==> src/deser_pkg.sv <==
`default_nettype none

package deser_pkg;

    ////////////////////
    // Widths and frame layout
    ////////////////////

    typedef logic [31:0] word_t;
    typedef logic [7:0]  byte_t;
    typedef logic [3:0]  crc_t;

    // Start + type + 8 payload + stop
    localparam int FRAME_BITS  = 11;
    localparam int DATA_FRAMES = 8;
    localparam int A_FRAMES    = 4;

    // Unlisted codes are carried through as raw values
    typedef enum logic [2:0] {
        OP_AND = 3'b000,
        OP_OR  = 3'b001,
        OP_ADD = 3'b100,
        OP_SUB = 3'b101
    } alu_op_t;

    typedef enum logic [1:0] {
        IDLE,
        START,
        BITS,
        DONE
    } sampler_state_t;

    // Everything after the start bit, first bit on the line in the MSB
    typedef struct packed {
        logic  type_bit;
        byte_t payload;
        logic  stop_bit;
    } serial_frame_t;

    typedef struct packed {
        word_t   data_a;
        word_t   data_b;
        alu_op_t opcode;
        crc_t    crc;
    } alu_packet_t;

    ////////////////////
    // CRC-4, x^4 + x + 1, zero seed, bit 67 enters first
    ////////////////////

    function automatic crc_t crc4_d68(input logic [67:0] data);
        crc_t crc;
        logic fb;
        crc = '0;
        for (int i = 67; i >= 0; i--)
        begin
            fb  = crc[3] ^ data[i];
            crc = {crc[2:0], 1'b0} ^ {2'b00, fb, fb};
        end
        return crc;
    endfunction

endpackage

`default_nettype wire
==> src/alu_deserializer.sv <==
`timescale 1ns/1ns
`default_nettype none

module alu_deserializer
    import deser_pkg::*;
#(
    parameter int OVERSAMPLE = 16
)
(
    input  wire     clk,
    input  wire     rst,
    input  wire     serial_in,
    input  wire     ack_in,
    output word_t   data_a,
    output word_t   data_b,
    output alu_op_t opcode,
    output logic    ack,
    output logic    frame_error,
    output logic    crc_error
);

    logic          frame_valid;
    serial_frame_t frame;
    logic          packet_valid;
    alu_packet_t   packet;

    bit_sampler #(
        .OVERSAMPLE (OVERSAMPLE)
    ) u_bit_sampler (
        .clk         (clk),
        .rst         (rst),
        .serial_in   (serial_in),
        .frame_valid (frame_valid),
        .frame       (frame)
    );

    frame_receiver u_frame_receiver (
        .clk          (clk),
        .rst          (rst),
        .frame_valid  (frame_valid),
        .frame        (frame),
        .packet_valid (packet_valid),
        .packet       (packet),
        .frame_error  (frame_error)
    );

    packet_checker u_packet_checker (
        .clk          (clk),
        .rst          (rst),
        .packet_valid (packet_valid),
        .packet       (packet),
        .ack_in       (ack_in),
        .data_a       (data_a),
        .data_b       (data_b),
        .opcode       (opcode),
        .ack          (ack),
        .crc_error    (crc_error)
    );

endmodule

`default_nettype wire

==> src/packet_checker.sv <==
`timescale 1ns/1ns
`default_nettype none

module packet_checker
    import deser_pkg::*;
(
    input  wire         clk,
    input  wire         rst,
    input  wire         packet_valid,
    input  alu_packet_t packet,
    input  wire         ack_in,
    output word_t       data_a,
    output word_t       data_b,
    output alu_op_t     opcode,
    output logic        ack,
    output logic        crc_error
);

    crc_t crc_calc;
    logic crc_ok;

    // A, B, marker and opcode, 68 bits in line order
    assign crc_calc = crc4_d68({packet.data_a, packet.data_b, 1'b1, packet.opcode});
    assign crc_ok   = (crc_calc == packet.crc);

    always_ff @(posedge clk)
    begin
        if (!rst)
        begin
            data_a    <= '0;
            data_b    <= '0;
            opcode    <= OP_AND;
            ack       <= 1'b0;
            crc_error <= 1'b0;
        end
        else if (packet_valid && !crc_error)
        begin
            if (crc_ok)
            begin
                // A newer packet replaces a result still waiting for ack_in
                data_a <= packet.data_a;
                data_b <= packet.data_b;
                opcode <= packet.opcode;
                ack    <= 1'b1;
            end
            else
            begin
                ack       <= 1'b0;
                crc_error <= 1'b1;
            end
        end
        else if (ack_in)
        begin
            ack <= 1'b0;
        end
    end

    assert property (@(posedge clk) disable iff (!rst) !(ack && crc_error));

endmodule

`default_nettype wire

==> src/frame_receiver.sv <==
`timescale 1ns/1ns
`default_nettype none

module frame_receiver
    import deser_pkg::*;
(
    input  wire           clk,
    input  wire           rst,
    input  wire           frame_valid,
    input  serial_frame_t frame,
    output logic          packet_valid,
    output alu_packet_t   packet,
    output logic          frame_error
);

    localparam int CNT_W = $clog2(DATA_FRAMES + 1);

    logic [CNT_W-1:0] frame_cnt;
    logic             is_cmd;
    logic             frame_ok;
    logic             accept;

    // Index DATA_FRAMES is the command frame
    assign is_cmd = (frame_cnt == CNT_W'(DATA_FRAMES));

    ////////////////////
    // Frame checks
    ////////////////////

    always_comb
    begin
        frame_ok = frame.stop_bit;
        if (is_cmd)
        begin
            // Command frames carry the marker bit ahead of the opcode
            frame_ok = frame_ok && frame.type_bit && frame.payload[7];
        end
        else
        begin
            frame_ok = frame_ok && !frame.type_bit;
        end
    end

    // Nothing gets through once the error flag is up
    assign accept = frame_valid && !frame_error && frame_ok;

    ////////////////////
    // Control
    ////////////////////

    always_ff @(posedge clk)
    begin
        if (!rst)
        begin
            frame_cnt    <= '0;
            frame_error  <= 1'b0;
            packet_valid <= 1'b0;
        end
        else
        begin
            packet_valid <= 1'b0;
            if (frame_valid && !frame_error)
            begin
                if (!frame_ok)
                begin
                    frame_error <= 1'b1;
                end
                else if (is_cmd)
                begin
                    frame_cnt    <= '0;
                    packet_valid <= 1'b1;
                end
                else
                begin
                    frame_cnt <= frame_cnt + 1'b1;
                end
            end
        end
    end

    ////////////////////
    // Operand and command assembly
    ////////////////////

    // Bytes arrive most significant first, so shift up from the bottom
    always_ff @(posedge clk)
    begin
        if (accept)
        begin
            if (is_cmd)
            begin
                packet.opcode <= alu_op_t'(frame.payload[6:4]);
                packet.crc    <= frame.payload[3:0];
            end
            else if (frame_cnt < CNT_W'(A_FRAMES))
            begin
                packet.data_a <= {packet.data_a[23:0], frame.payload};
            end
            else
            begin
                packet.data_b <= {packet.data_b[23:0], frame.payload};
            end
        end
    end

    // A frame error must stay up until the next reset
    assert property (@(posedge clk) disable iff (!rst) frame_error |=> frame_error);

endmodule

`default_nettype wire

==> src/bit_sampler.sv <==
`timescale 1ns/1ns
`default_nettype none

module bit_sampler
    import deser_pkg::*;
#(
    parameter int OVERSAMPLE = 16
)
(
    input  wire           clk,
    input  wire           rst,
    input  wire           serial_in,
    output logic          frame_valid,
    output serial_frame_t frame
);

    localparam int CNT_W   = $clog2(OVERSAMPLE);
    localparam int FRAME_W = $bits(serial_frame_t);

    localparam logic [CNT_W-1:0] HALF_LAST = CNT_W'(OVERSAMPLE / 2 - 1);
    localparam logic [CNT_W-1:0] FULL_LAST = CNT_W'(OVERSAMPLE - 1);

    // Type bit and payload are sampled in BITS, the stop bit in DONE
    localparam logic [3:0] LAST_BIT = 4'(FRAME_BITS - 3);

    sampler_state_t   state;
    logic [CNT_W-1:0] os_cnt;
    logic [3:0]       bit_cnt;
    logic             centre;

    // Bit centre of a data bit, one full period after the previous one
    assign centre = (state == BITS || state == DONE) && (os_cnt == FULL_LAST);

    always_ff @(posedge clk)
    begin
        if (!rst)
        begin
            state       <= IDLE;
            os_cnt      <= '0;
            bit_cnt     <= '0;
            frame_valid <= 1'b0;
        end
        else
        begin
            frame_valid <= 1'b0;
            if (state == IDLE || centre || (state == START && os_cnt == HALF_LAST))
                os_cnt <= '0;
            else
                os_cnt <= os_cnt + 1'b1;

            case (state)
                IDLE:
                begin
                    bit_cnt <= '0;
                    if (!serial_in)
                        state <= START;
                end
                START:
                begin
                    // Line back high at the centre means a glitch
                    if (os_cnt == HALF_LAST)
                        state <= serial_in ? IDLE : BITS;
                end
                BITS:
                begin
                    if (centre)
                    begin
                        bit_cnt <= bit_cnt + 1'b1;
                        if (bit_cnt == LAST_BIT)
                            state <= DONE;
                    end
                end
                DONE:
                begin
                    if (centre)
                    begin
                        state       <= IDLE;
                        frame_valid <= 1'b1;
                    end
                end
            endcase
        end
    end

    always_ff @(posedge clk)
    begin
        if (centre)
            frame <= {frame[FRAME_W-2:0], serial_in};
    end

    assert property (@(posedge clk) disable iff (!rst) frame_valid |=> !frame_valid);

endmodule

`default_nettype wire

==> config.mk <==
export PLATFORM = sky130hd
export DESIGN_NAME = alu_deserializer
export DESIGN_NICKNAME = d
export VERILOG_FILES = /design/src/deser_pkg.sv /design/src/alu_deserializer.sv /design/src/packet_checker.sv /design/src/frame_receiver.sv /design/src/bit_sampler.sv
export SDC_FILE = /design/constraint.sdc
export NUM_CORES = 1
export LEC_CHECK = 0
export ABC_AREA = 0
export BUFFER_PORTS_ARGS = -buffer_cell sky130_fd_sc_hd__buf_4
export CAP_MARGIN = 20
export CORE_MARGIN = 8
export CORE_UTILIZATION = 59
export CTS_CLUSTER_SIZE = 8
export DETAILED_ROUTE_END_ITERATION = 8
export GPL_ROUTABILITY_DRIVEN = 0
export GPL_TIMING_DRIVEN = 0
export PLACE_DENSITY_LB_ADDON = 0.05
export RECOVER_POWER = 100
export SETUP_SLACK_MARGIN = 0.15
export SLEW_MARGIN = 20
export SYNTH_ARGS = -nofsm -noshare
export SYNTH_HDL_FRONTEND = slang
export SYNTH_SLANG_ARGS = --single-unit
==> constraint.sdc <==
create_clock -name clk -period 4.63 [get_ports clk]
set_input_delay 0.463 -clock clk [delete_from_list [all_inputs] [get_ports clk]]
set_output_delay 0.463 -clock clk [all_outputs]
set_load 0.05 [all_outputs]
Word-level counts from Yosys, hierarchy flattened
Cells that the tools add are included.
Word-level totals
  register bits: 167
  input port bits: 4
  output and inout port bits: 70
Operators by class
  $add $sub $neg: 3
  order comparisons: 1
  eq/ne operators: 13
  mux-type cells: 16
  bitwise logic cells: 138
  reductions and logical operators: 29
Operators with widths (number)
  4-bit by 2-bit XOR with 4-bit output: 66
  1-bit XOR: 64
  2-bit AND reduction: 7
  4-bit by 1-bit adder with 4-bit output (second input constant): 3
  4-bit == test (second input constant): 3
  2-bit 2-to-1 mux: 6
  3-bit AND reduction: 3
  1-bit logical AND: 8
  4-bit 2-to-1 mux: 2
  2-bit case mux with 4 select lines: 1
  4-bit case mux with 2 select lines: 1
  1-bit 2-to-1 mux: 6
  2-bit != test (second input constant): 3
  1-bit inverter: 6
  5-bit AND reduction: 1
  2-bit == test (second input constant): 2
  4-bit by 3-bit == test with 1-bit output (second input constant): 1
  4-bit == test: 1
  4-bit by 3-bit < comparator with 1-bit output (second input constant): 1
  2-bit by 1-bit != test with 1-bit output (second input constant): 2
  2-bit nonzero test: 2
  1-bit zero test: 3
  1-bit logical OR: 3
  3-bit by 2-bit XOR with 3-bit output: 1
  4 further kinds: 4

Depth between registers and ports, before layout
Gate-level depths: netlist of the first run.
  depth after elaboration: 135
  mapped depth: 13

Modules after synthesis
A second synthesis of the first run with hierarchy kept.
Unflattened totals
  cell total of the unflattened synthesis: 536
  area, all modules: 7402.1 sq um
By module, submodules not included
  packet_checker: times used 1, cells each 339, area each 3996.3 sq um, sequential area each 1381.3 sq um
  frame_receiver: times used 1, cells each 119, area each 2534.9 sq um, sequential area each 2252.2 sq um
  bit_sampler: times used 1, cells each 78, area each 870.8 sq um, sequential area each 520.5 sq um

Worst setup path before layout of the first run
OpenSTA, ideal clock, no wires.
  path kind: register to register
  start point: reg u_frame_receiver.frame_cnt[0]
  end point: reg, netlist name u_frame_receiver.packet[10]
  arrival: 3.686 ns
  setup slack: 0.483 ns
  cell stages (with the launch flop): 8
  cells stage by stage: dfxtp_1 -> inv_1 -> ha_1 -> and3b_1 -> clkbuf_1 -> o21ai_0 -> nand4b_1 -> nor3_1
Between the ends
  longest elaborated chain between the ends: 4
Ends and longest elaborated chain
  start, declared: RTL line frame_receiver.sv:18  | logic [CNT_W-1:0] frame_cnt;
  start signal, assigned: RTL line frame_receiver.sv:75  | frame_cnt <= frame_cnt + 1'b1;
  parallel branches: the longest is 3 deep, another holds 4-bit by 3-bit < comparator with 1-bit output
  3-bit AND reduction (no source line) (*)
Mark *: on every way between the ends.
A chain may end at the register's enable or synchronous reset.

Worst setup path after layout of the first run
  start point: reg, netlist name u_frame_receiver.packet[70]
  end point: reg u_packet_checker.data_a[18]
Between the ends
  longest elaborated chain between the ends: 91
Ends and longest elaborated chain
  3-bit by 2-bit XOR with 3-bit output (*): RTL line deser_pkg.sv:58  | crc = {crc[2:0], 1'b0} ^ {2'b00, fb, fb};
  4-bit by 2-bit XOR with 4-bit output (*): RTL line deser_pkg.sv:58
  1-bit XOR or 4-bit by 2-bit XOR with 4-bit output (tied branches): RTL line deser_pkg.sv:57, deser_pkg.sv:58
  4-bit by 2-bit XOR with 4-bit output (*) (3 in series): RTL line deser_pkg.sv:58
  1-bit XOR or 4-bit by 2-bit XOR with 4-bit output (tied branches): RTL line deser_pkg.sv:57, deser_pkg.sv:58
  4-bit by 2-bit XOR with 4-bit output (*) (3 in series): RTL line deser_pkg.sv:58
  1-bit XOR or 4-bit by 2-bit XOR with 4-bit output (tied branches): RTL line deser_pkg.sv:57, deser_pkg.sv:58
  4-bit by 2-bit XOR with 4-bit output (*) (3 in series): RTL line deser_pkg.sv:58
  (+64 left out)
  1-bit XOR or 4-bit by 2-bit XOR with 4-bit output (tied branches): RTL line deser_pkg.sv:57, deser_pkg.sv:58
  4-bit by 2-bit XOR with 4-bit output (*) (3 in series): RTL line deser_pkg.sv:58
  1-bit XOR or 4-bit by 2-bit XOR with 4-bit output (tied branches): RTL line deser_pkg.sv:57, deser_pkg.sv:58
  4-bit by 2-bit XOR with 4-bit output (*) (4 in series): RTL line deser_pkg.sv:58
  1-bit XOR or 4-bit by 2-bit XOR with 4-bit output (tied branches): RTL line deser_pkg.sv:57, deser_pkg.sv:58
  4-bit by 2-bit XOR with 4-bit output (*): RTL line deser_pkg.sv:58
  4-bit == test (*): RTL line packet_checker.sv:24  | assign crc_ok = (crc_calc == packet.crc);
  2-bit AND reduction (no source line) (*)
  end signal, assigned: RTL line packet_checker.sv:41  | data_a <= packet.data_a;
  end, declared: RTL line packet_checker.sv:12  | output word_t data_a,
Mark *: on every way between the ends. The rest lies on a longest branch, timed or not.

==> results.json, run 1 <==
{
  "status": "finished, final reports clean",
  "async_flop_share_pct": 0,
  "portBuffers": 72,
  "cts_max_path_buffers": 2,
  "fin_nets": 635,
  "end_kind": "flip-flop",
  "final_area_um2": 8370,
  "ff2ff_path_depth": 13,
  "grt_pass1_wl_um": 22700,
  "critPathMaxFanout": 10,
  "rsz0062_at_grt": "false",
  "antenna_found_initial": 0,
  "yosys-top-cells-area": "edfxtp_1, dfxtp_1, xnor2_1",
  "synth_area_um2": 7230,
  "synth_top_area_cell": "edfxtp_1",
  "leakagePower_nw": 2.81,
  "fillers": 917,
  "critPathLaunchType": "flip-flop",
  "coreArea_um2": 12000,
  "vdd_ir_drop_max_mv": 0.243,
  "netlist.area_leader.share_pct": 33.7,
  "diodes": 0,
  "worst-endpoint-arrival_ns": 4.66,
  "syn_area_per_cell_um2": 13.7,
  "cts_buffers": 17,
  "die_h_um": 127,
  "drc": 0,
  "slowest_delay_ns": 0.54,
  "ioPinCount": 74,
  "critPathSlowestCell": "xnor3_1",
  "ctsRootBufferMaster": "clkbuf_16",
  "dp_hpwl_um": 10500,
  "path_class": "reg -> reg",
  "ys_types": 39,
  "cp-endpoint": "u_packet_checker.data_a[18]$_SDFFE_PN0P_",
  "internal_power_w": 0.00240,
  "insertion_delay_ns": 0.42,
  "grt_pass1_vias": 4302,
  "dpl_cell_area_um2": 8010,
  "reg2reg_slack_ns": 0.27,
  "cts_tree": "built",
  "drv_cap": 0,
  "ys_ff_latch": 167,
  "die-area_um2": 16000,
  "skew_ns": 0.00832,
  "synth-edff-count": 81,
  "clk_pin_slew_ns": 0.06,
  "area_growth_syn_to_layout_pct": 15.8,
  "syn_nets": 536,
  "combPwrFrac_pct": 1.1,
  "rows": 40,
  "drtIter0Drc": 234,
  "crit_family": "XOR/XNOR gates",
  "setup_viol": 0,
  "r2r_start": "u_frame_receiver.packet[70]$_DFFE_PP_",
  "first_pass_iters": 4,
  "grt_usage_pct": 18.5,
  "grt_max_degree": 17,
  "clockPowerShare_pct": 47.0,
  "place_ws_ns": 0.0309,
  "p_per_area_nw_per_um2": 354,
  "wl_um": 14400,
  "slew_viol_final": 0,
  "worst_pin_slew_ns": 0.736,
  "p_sw_w": 0.000561,
  "min_period_over_period_pct": 94.1,
  "crit_chain": "xnor3_1 -> xor3_1 -> xnor2_2 -> xnor2_1 -> xnor3_1 -> xor3_1 -> nor3_1 -> o2111ai_2 -> a21oi_4 -> clkbuf_1 -> buf_4 -> mux2i_1 -> nor2b_1",
  "hold_violations": 0,
  "crit_buf_inv": 2,
  "initial_utilization_pct": 60.2,
  "crit_required_ns": 4.94,
  "grt-ovfl-total": 0,
  "yosysWarnings": 0,
  "drive_gt1_share_pct": 7.20,
  "fp.dieW_um": 127,
  "synth_seq_area_share_pct": 57.5,
  "timing.rr.end": "u_packet_checker.data_a[18]$_SDFFE_PN0P_",
  "period_needed_ns": 4.36,
  "clock_sinks": 167,
  "ys.flop_type": "dfxtp_1",
  "min_path_type": "in -> reg",
  "setup_slack_ns": 0.272,
  "startpoint": "u_frame_receiver.packet[70]$_DFFE_PP_",
  "avgViaCountPerCell": 5.24,
  "seq_power_share_pct": 52.0,
  "htree_levels": 4,
  "wl_per_cell_um": 18.4,
  "switching_share_pct": 18.9,
  "slew_headroom_pct": 50.9,
  "synth_cells": 527,
  "fmax_mhz": 229,
  "crit_cells": 13,
  "ant_nets": 0,
  "vias": 4119
}
==> worst min-delay path by stage <==
stage,from,endpoint,slack [ns],depth (start not counted)
finish,serial_in,u_bit_sampler.frame[0]$_DFFE_PP_,0.34,1
global route,serial_in,u_bit_sampler.frame[0]$_DFFE_PP_,0.33,1
CTS,serial_in,u_bit_sampler.frame[0]$_DFFE_PP_,0.23,1
detailed placement,u_bit_sampler.os_cnt[0]$_SDFF_PP0_,u_bit_sampler.os_cnt[0]$_SDFF_PP0_,0.44,1
global placement,u_bit_sampler.os_cnt[0]$_SDFF_PP0_,u_bit_sampler.os_cnt[0]$_SDFF_PP0_,0.43,1
floorplan,u_bit_sampler.os_cnt[0]$_SDFF_PP0_,u_bit_sampler.os_cnt[0]$_SDFF_PP0_,0.42,1
==> per-stage QoR <==
step	TNS [ns]	hold slack (ns)	std cells	utilization, %	power (W)
6_report	0	0.341	786	69.7	0.00296
5_1_grt	0	0.327	786	69.7	0.00304
4_1_cts	0	0.234	786	71.8	0.00298
3_5_place_dp	0	0.445	752	66.7	0.00160
3_3_place_gp	-33.60	0.428	746	66.2	0.00160
2_1_floorplan	0	0.418	527	-	0.00159
==> what timing repair did <==
action	4_1_cts	5_1_grt
setup endpoints to repair	54	59
gates resized for setup	2	8
pin swaps	1	3
hold buffers	0	0
setup buffers	2	0
==> power groups by stage <==
stage | Clock, W | Combinational, W | Sequential [W]
floorplan | 0 | 0.0000236 | 0.00157
global placement | 0 | 0.0000316 | 0.00157
detailed placement | 0 | 0.0000327 | 0.00157
CTS | 0.00140 | 0.0000330 | 0.00154
global route | 0.00147 | 0.0000359 | 0.00154
finish | 0.00139 | 0.0000325 | 0.00154
==> area by class of cell <==
class | count | area [um^2] | area share (%)
tap | 147 | 184 | 2.20
clock inverter | 9 | 96.3 | 1.15
timing repair buffer | 80 | 308 | 3.68
inverter | 9 | 33.8 | 0.404
clock buffer | 23 | 489 | 5.85
multi-input combinational | 331 | 2990 | 35.7
sequential | 167 | 4150 | 49.6
buffer | 20 | 113 | 1.35
==> registers in the layout, indices dropped and copies added, names as in the netlist, named ones only <==
register,flops
u_frame_receiver.frame_error,1
u_bit_sampler.frame_valid,1
u_packet_checker.data_b,32
u_packet_checker.crc_error,1
u_bit_sampler.state,1
u_packet_checker.data_a,32
u_bit_sampler.frame,10
u_bit_sampler.os_cnt,4
u_frame_receiver.frame_cnt,4
u_frame_receiver.packet_valid,1
u_packet_checker.opcode,3
u_bit_sampler.bit_cnt,4
u_frame_receiver.packet,71
u_packet_checker.ack,1
==> cells in the final DEF (no fill, tap or decap), types with 3 or more instances in the layout <==
cell       netlist  layout
xnor2_1         79      76
mux2i_1         68      68
buf_4            4       5
ha_1             5       5
a21boi_0         3       3
buf_6            3       3
xor2_1          11      10
dfxtp_1         86      86
nand2_1          7       7
inv_1            9       9
clkinv_2         0       3
edfxtp_1        81      81
xnor2_2          1       3
nor3_1           9       9
clkbuf_16        0      18
nor2b_1         76      76
clkbuf_1        13      94
a21oi_1          4       4
xnor3_1         17      16
o21ai_0          5       5
nand3_1          4       4
nand2b_1         3       3
nor2_1           9       9
a22oi_1          3       3
xor3_1           5       5
==> Yosys cell counts, types with 2 or more instances <==
master     count
and3_1         2
nand2b_1       3
a21boi_0       3
nor3_1         9
xor2_1        11
dfxtp_1       86
buf_6          3
nor2b_1       76
o21a_1         2
xnor2_1       79
edfxtp_1      81
buf_4          4
nor2_1         9
and3b_1        2
o2111ai_1      2
mux2i_1       68
o21ai_0        5
xnor3_1       17
inv_1          9
a22oi_1        3
clkbuf_1      13
ha_1           5
nand4_1        2
nand3_1        4
nand2_1        7
a21oi_1        4
a31oi_1        2
xor3_1         5
==> cells by family (layout without fill, tap and decap cells) <==
logic type | after synthesis | after routing | synth area share (%)
compound gates | 25 | 25 | 2.34
xor+xnor | 113 | 113 | 18.1
fa+ha+maj | 5 | 5 | 0.866
buf+inv | 29 | 141 | 2.03
flops | 167 | 167 | 57.5
mux | 69 | 69 | 9.57
simple gates | 119 | 119 | 9.66
==> routing by layer <==
layer  GRT usage (%)  wire length [um]
met5               0                 0
met4            5.74               120
met3            4.82               534
met2            32.7              7540
met1            21.6              6250
Note: power is estimated with default switching activity, not from simulation.
==> run 2, diff against run 1 <==
Settings changed: CORE_UTILIZATION 59 to 61, CTS_BUF_LIST set to sky130_fd_sc_hd__clkbuf_8.
==> run 2 against run 1 <==
  * Clock skew rose by 0.0091 ns
  * Worst hold slack worse by 0.060 ns
  * Clock power fell by 22%
  * Non-clock buffer count increased by 2
  * Via count rose by 1.6%
  * Sequential share of layout area grew 1.0 points
  * Die area decreased by 2.9%
  * First-iteration DRC count fell by 18%
  * Register-to-register slack gained 0.02 ns
  * Fmax grew 0.50%
  * Combinational power decreased by 1%
  * Worst setup slack better by 0.022 ns
  * Critical path type unchanged
  * Highest routed layer unchanged
==> results.json, run 2 (synthesis results as in run 1) <==
{
  "die_h_um": 125,
  "leakagePower_nw": 2.76,
  "drive_gt1_share_pct": 7.64,
  "end_kind": "flip-flop",
  "ff2ff_path_depth": 13,
  "p_sw_w": 0.000520,
  "largest-register": "u_frame_receiver.packet",
  "cts_max_path_buffers": 2,
  "slew_headroom_pct": 18.6,
  "drv_cap": 0,
  "ioPinCount": 74,
  "slowest_delay_ns": 0.53,
  "critPathMaxFanout": 10,
  "grt_most_used_layer": "met2",
  "coreArea_um2": 11500,
  "top_regs": "u_frame_receiver.packet (71), u_packet_checker.data_a (32), u_packet_checker.data_b (32)",
  "skew_ns": 0.0174,
  "grt-ovfl-total": 0,
  "hold_violations": 0,
  "cts_buffers": 17,
  "ant_nets": 0,
  "insertion_delay_ns": 0.46,
  "layout_common_cells": "clkbuf_1, dfxtp_1, edfxtp_1, nor2b_1, xnor2_1",
  "htree_levels": 4,
  "drc": 0,
  "avgViaCountPerCell": 5.34,
  "antenna_found_initial": 0,
  "worst-endpoint-arrival_ns": 4.68,
  "combPwrFrac_pct": 1.2,
  "fp.dieW_um": 125,
  "internal_power_w": 0.00214,
  "vdd_ir_drop_max_mv": 0.264,
  "rsz0062_at_grt": "false",
  "wl_um": 14700,
  "grt_use_met3_pct": 5.69,
  "cp-endpoint": "u_packet_checker.data_a[15]$_SDFFE_PN0P_",
  "dp_hpwl_um": 10800,
  "vias": 4184,
  "cts_tree": "built",
  "grt_pass1_vias": 4403,
  "slew_viol_final": 0,
  "whs_ns": 0.281,
  "switching_share_pct": 19.6,
  "min_period_over_period_pct": 93.6,
  "drtIter0Drc": 191,
  "clockPowerShare_pct": 41.0,
  "fillers": 826,
  "hold_start": "serial_in",
  "p_per_area_nw_per_um2": 324,
  "fin_nets": 637,
  "grt_use_met2_pct": 33.4,
  "clk_pin_slew_ns": 0.08,
  "die-area_um2": 15600,
  "status": "finished, final reports clean",
  "r2r_start": "u_frame_receiver.packet[70]$_DFFE_PP_",
  "ctsRootBufferMaster": "clkbuf_8",
  "critPathSlowestCell": "xnor3_1",
  "critPathLaunchType": "flip-flop",
  "rows": 39,
  "grt_pass1_wl_um": 23300,
  "grtUsageMet1_pct": 22.4,
  "grt_max_degree": 17,
  "min_path_type": "in -> reg",
  "mostFrequentLayoutCell": "clkbuf_1",
  "worst_pin_slew_ns": 1.21,
  "diodes": 0,
  "largest_reg_flops": 71,
  "startpoint": "u_frame_receiver.packet[70]$_DFFE_PP_",
  "setup_viol": 0,
  "timing.rr.end": "u_packet_checker.data_a[15]$_SDFFE_PN0P_",
  "clock_sinks": 167,
  "crit_required_ns": 4.97,
  "period_needed_ns": 4.34,
  "portBuffers": 72,
  "initial_utilization_pct": 62.8,
  "finalPower_w": 0.00266,
  "first_pass_iters": 4,
  "area_growth_syn_to_layout_pct": 13.4,
  "reg2reg_slack_ns": 0.29,
  "grt_usage_pct": 19.5,
  "seq_power_share_pct": 57.8,
  "crit_chain": "xnor3_2 -> xor3_1 -> xnor2_2 -> xnor2_1 -> xnor3_1 -> xor3_1 -> nor3_1 -> o2111ai_1 -> a21oi_4 -> buf_4 -> buf_4 -> mux2i_1 -> nor2b_1",
  "wl_per_cell_um": 18.8,
  "fmax_mhz": 231,
  "path_class": "reg -> reg"
}
==> run 2: per-layer routing <==
metal	wire [um]	vias up
li1	-	2025
met1	6250	2052
met2	7570	93
met3	688	14
met4	218	0
met5	0	-
==> run 2: power groups by stage <==
stage | logic [W] | clock network [W] | registers [W]
finish | 0.0000321 | 0.00109 | 0.00154
global route | 0.0000355 | 0.00116 | 0.00154
CTS | 0.0000328 | 0.00111 | 0.00154
detailed placement | 0.0000325 | 0 | 0.00157
global placement | 0.0000314 | 0 | 0.00157
floorplan | 0.0000236 | 0 | 0.00157
==> run 2: worst min-delay path by stage <==
stage,cells after the start,endpoint,slack (ns)
6_report,1,u_bit_sampler.frame[0]$_DFFE_PP_,0.28
4_1_cts,1,u_bit_sampler.frame[0]$_DFFE_PP_,0.18
3_5_place_dp,1,u_bit_sampler.os_cnt[0]$_SDFF_PP0_,0.44
2_1_floorplan,1,u_bit_sampler.os_cnt[0]$_SDFF_PP0_,0.42
3_3_place_gp,1,u_bit_sampler.os_cnt[0]$_SDFF_PP0_,0.43
5_1_grt,1,u_bit_sampler.frame[0]$_DFFE_PP_,0.26
==> run 2: area by class of cell <==
cell class	count	area (um^2)	area share (%)
buffer	20	113	1.37
sequential	167	4150	50.7
timing repair buffer	82	330	4.03
clock inverter	14	168	2.04
clock buffer	18	248	3.02
multi-input combinational	331	2980	36.3
inverter	9	33.8	0.412
tap	143	179	2.18
==> run 2: stage by stage <==
step | instances | setup slack, ns | area (um^2) | util (%) | TNS, ns
2_1_floorplan | 527 | 0.483 | 7230 | - | 0
3_3_place_gp | 742 | -0.465 | 7950 | 69.0 | -29.41
3_5_place_dp | 748 | 0.0308 | 8010 | 69.5 | 0
4_1_cts | 782 | 0.163 | 8450 | 73.4 | 0
5_1_grt | 784 | 0.0897 | 8200 | 71.2 | 0
6_report | 784 | 0.294 | 8200 | 71.2 | 0
==> run 2: timing repair <==
action                     CTS  global route
hold buffers                 0             0
gates cloned                 0             0
resized for setup            3             8
buffers inserted             2             2
pin swaps                    1             3
setup endpoints to repair   61            63
==> run 2: worst max-delay path, delay by kind of cell, from the launching register on <==
kind,cells,cell delay (ns)
AO/OA/AOI/OAI,2,0.58
AND/OR/NAND/NOR,2,0.29
flip-flops,1,0.43
multiplexers,1,0.27
buffers and inverters,2,0.37
XOR/XNOR,6,2.28
==> run 3, diff against run 2 <==
Settings changed: SKIP_LAST_GASP set to 1, SYNTH_HIERARCHICAL set to 1.
==> run 3 against run 2 <==
  * The run now ends with capacitance limit, slew limit left
  * Largest power group unchanged
  * Die area grew 2.1%
  * Clock power shrank 15%
  * Critical path type unchanged
  * Routed wire length shrank 2.3%
  * Design area grew 0.38%
  * Cell count grew 1.3%
  * Power shrank 6.3%
  * Sequential cell count is the same
  * Synthesized cell count grew 1.7%
  * Worst setup slack lost 0.027 ns
  * Core utilization shrank 2.1 points
==> results.json, run 3 <==
{
  "combPwrFrac_pct": 1.1,
  "period_needed_ns": 4.36,
  "crit_buf_inv": 2,
  "cts_buffers": 17,
  "drtIter0Drc": 222,
  "vdd_ir_drop_max_mv": 0.204,
  "synth_seq_area_share_pct": 56.1,
  "min_period_over_period_pct": 94.2,
  "fp.dieW_um": 126,
  "netlist.area_leader.share_pct": 32.9,
  "clock_sinks": 167,
  "crit_required_ns": 4.96,
  "topRoutingLayerUsed": "met4",
  "critPathLaunchType": "flip-flop",
  "top_regs": "u_frame_receiver/packet (71), u_packet_checker/data_a (32), u_packet_checker/data_b (32)",
  "coreArea_um2": 11900,
  "leakagePower_nw": 2.79,
  "drc": 0,
  "path_class": "reg -> reg",
  "slew_headroom_pct": -3.33,
  "layout_common_cells": "dfxtp_1, clkbuf_1, edfxtp_1, nor2b_1, mux2i_1",
  "first_pass_iters": 5,
  "p_per_area_nw_per_um2": 302,
  "critical_path.most_common_cell": "xnor3_1",
  "initial_utilization_pct": 62.1,
  "synth_area_um2": 7400,
  "yosysWarnings": 6,
  "largest-register": "u_frame_receiver/packet",
  "ctsRootBufferMaster": "clkbuf_8",
  "whs_ns": 0.327,
  "dr_wl_met3_um": 663,
  "vias": 4224,
  "area_growth_syn_to_layout_pct": 11.2,
  "ioPinCount": 74,
  "wl_met2_um": 7430,
  "synth-edff-count": 81,
  "slowest_delay_ns": 0.47,
  "drive_gt1_share_pct": 7.26,
  "portBuffers": 73,
  "diodes": 0,
  "crit_family": "XOR/XNOR gates",
  "crit_chain": "xnor3_1 -> xnor3_1 -> xnor3_1 -> xnor3_1 -> xnor3_2 -> xnor2_1 -> or3_1 -> a21oi_1 -> o211a_1 -> buf_4 -> clkbuf_2 -> mux2i_1 -> nor2b_1",
  "setup_slack_ns": 0.267,
  "seq_power_share_pct": 61.6,
  "wl_per_cell_um": 18.1,
  "min_path_type": "in -> reg",
  "ant_nets": 0,
  "syn_area_per_cell_um2": 13.8,
  "skew_ns": 0.00983,
  "drv_cap": 1,
  "htree_levels": 4,
  "syn_nets": 545,
  "worst-endpoint-arrival_ns": 4.70,
  "clockPowerShare_pct": 37.2,
  "ys_ff_latch": 167,
  "place_ws_ns": 0.171,
  "cts_max_path_buffers": 2,
  "critPathSlowestCell": "edfxtp_1",
  "wl_met1_um": 6060,
  "antenna_found_initial": 0,
  "grt_pass1_wl_um": 22700,
  "worst_pin_slew_ns": 1.55,
  "rows": 40,
  "wl_um": 14400,
  "async_flop_share_pct": 0,
  "end_kind": "flip-flop",
  "synth_top_area_cell": "edfxtp_1",
  "dp_hpwl_um": 10700,
  "grt_usage_pct": 18.5,
  "clk_pin_slew_ns": 0.08,
  "violations": "capacitance limit, slew limit",
  "mostFrequentLayoutCell": "dfxtp_1",
  "hold_violations": 0,
  "yosys.cell_count.top_type": "dfxtp_1",
  "grt-ovfl-total": 0,
  "ys.flop_type": "dfxtp_1",
  "grt_max_degree": 29,
  "fmax_mhz": 229,
  "ys_types": 50,
  "slew_viol_final": 29,
  "grt_pass1_vias": 4381,
  "cts_tree": "built",
  "rsz0062_at_grt": "false",
  "critPathMaxFanout": 10,
  "status": "finished with violations",
  "internal_power_w": 0.00199,
  "synthTopCellsByCount": "dfxtp_1, edfxtp_1, nor2b_1",
  "postCtsHoldBufs": 0,
  "switching_share_pct": 20.3,
  "die_h_um": 126,
  "yosys-top-cells-area": "edfxtp_1, dfxtp_1, mux2i_1",
  "fillers": 908,
  "die-area_um2": 15900,
  "fin_nets": 643,
  "avgViaCountPerCell": 5.32,
  "p_sw_w": 0.000505,
  "insertion_delay_ns": 0.44,
  "synth_cells": 536,
  "setup_viol": 0,
  "largest_reg_flops": 71
}
run 3: final timing paths:
check / from / to / slack (ns) / cells past startpoint
setup / recovery: u_frame_receiver/packet[67]$_DFFE_PP_ / u_packet_checker/data_b[5]$_SDFFE_PN0P_ / 0.27 / 13
hold / removal: serial_in / u_bit_sampler/frame[0]$_DFFE_PP_ / 0.33 / 1
setup reg to reg: u_frame_receiver/packet[67]$_DFFE_PP_ / u_packet_checker/data_b[5]$_SDFFE_PN0P_ / 0.27 / 13
hold reg to reg: u_bit_sampler/os_cnt[0]$_SDFF_PP0_ / u_bit_sampler/os_cnt[0]$_SDFF_PP0_ / 0.46 / 1
run 3: timing repair:
item	CTS	global route
setup endpoints to repair	1	56
resized for setup	1	0
setup buffers	0	2
pin swaps	0	1
run 3: per-layer routing:
metal	vias up	track usage, %
met5	-	0
met3	20	4.94
li1	2062	-
met2	80	31.7
met1	2062	21.5
met4	0	7.50
run 3: area by class of cell:
| cell class | instances | area (um^2) | area share, % |
|---|---|---|---|
| tap | 147 | 184 | 2.23 |
| buffer | 21 | 146 | 1.78 |
| clock buffer | 19 | 262 | 3.18 |
| inverter | 12 | 45.0 | 0.547 |
| multi-input combinational | 336 | 3040 | 36.9 |
| timing repair buffer | 79 | 312 | 3.78 |
| sequential | 167 | 4150 | 50.5 |
| clock inverter | 13 | 90.1 | 1.09 |
run 3: power groups by stage:
stage | clock (W) | combinational, W | sequential, W
after floorplan | 0 | 0.0000183 | 0.00157
after global placement | 0 | 0.0000276 | 0.00157
after detailed placement | 0 | 0.0000286 | 0.00157
after CTS | 0.000951 | 0.0000288 | 0.00153
after global routing | 0.00101 | 0.0000308 | 0.00153
final | 0.000927 | 0.0000286 | 0.00153
run 3: cell families after synthesis:
kind of cell / after synthesis / share of synthesized area [%]
compound gates: 30 / 2.72
xor+xnor: 108 / 18.0
fa+ha+maj: 5 / 0.845
buf+inv: 33 / 2.67
flops: 167 / 56.1
mux: 69 / 9.33
simple gates: 124 / 10.3
run 3: metrics by stage:
step                cells  instance area (um^2)  util (%)  TNS, ns  power, W
floorplan             536                  7400         -        0   0.00159
global placement      756                  8130      68.3    -3.36   0.00160
detailed placement    760                  8190      68.8        0   0.00160
CTS                   792                  8540      71.7        0   0.00251
global route          794                  8230      69.1        0   0.00258
finish                794                  8230      69.1        0   0.00249
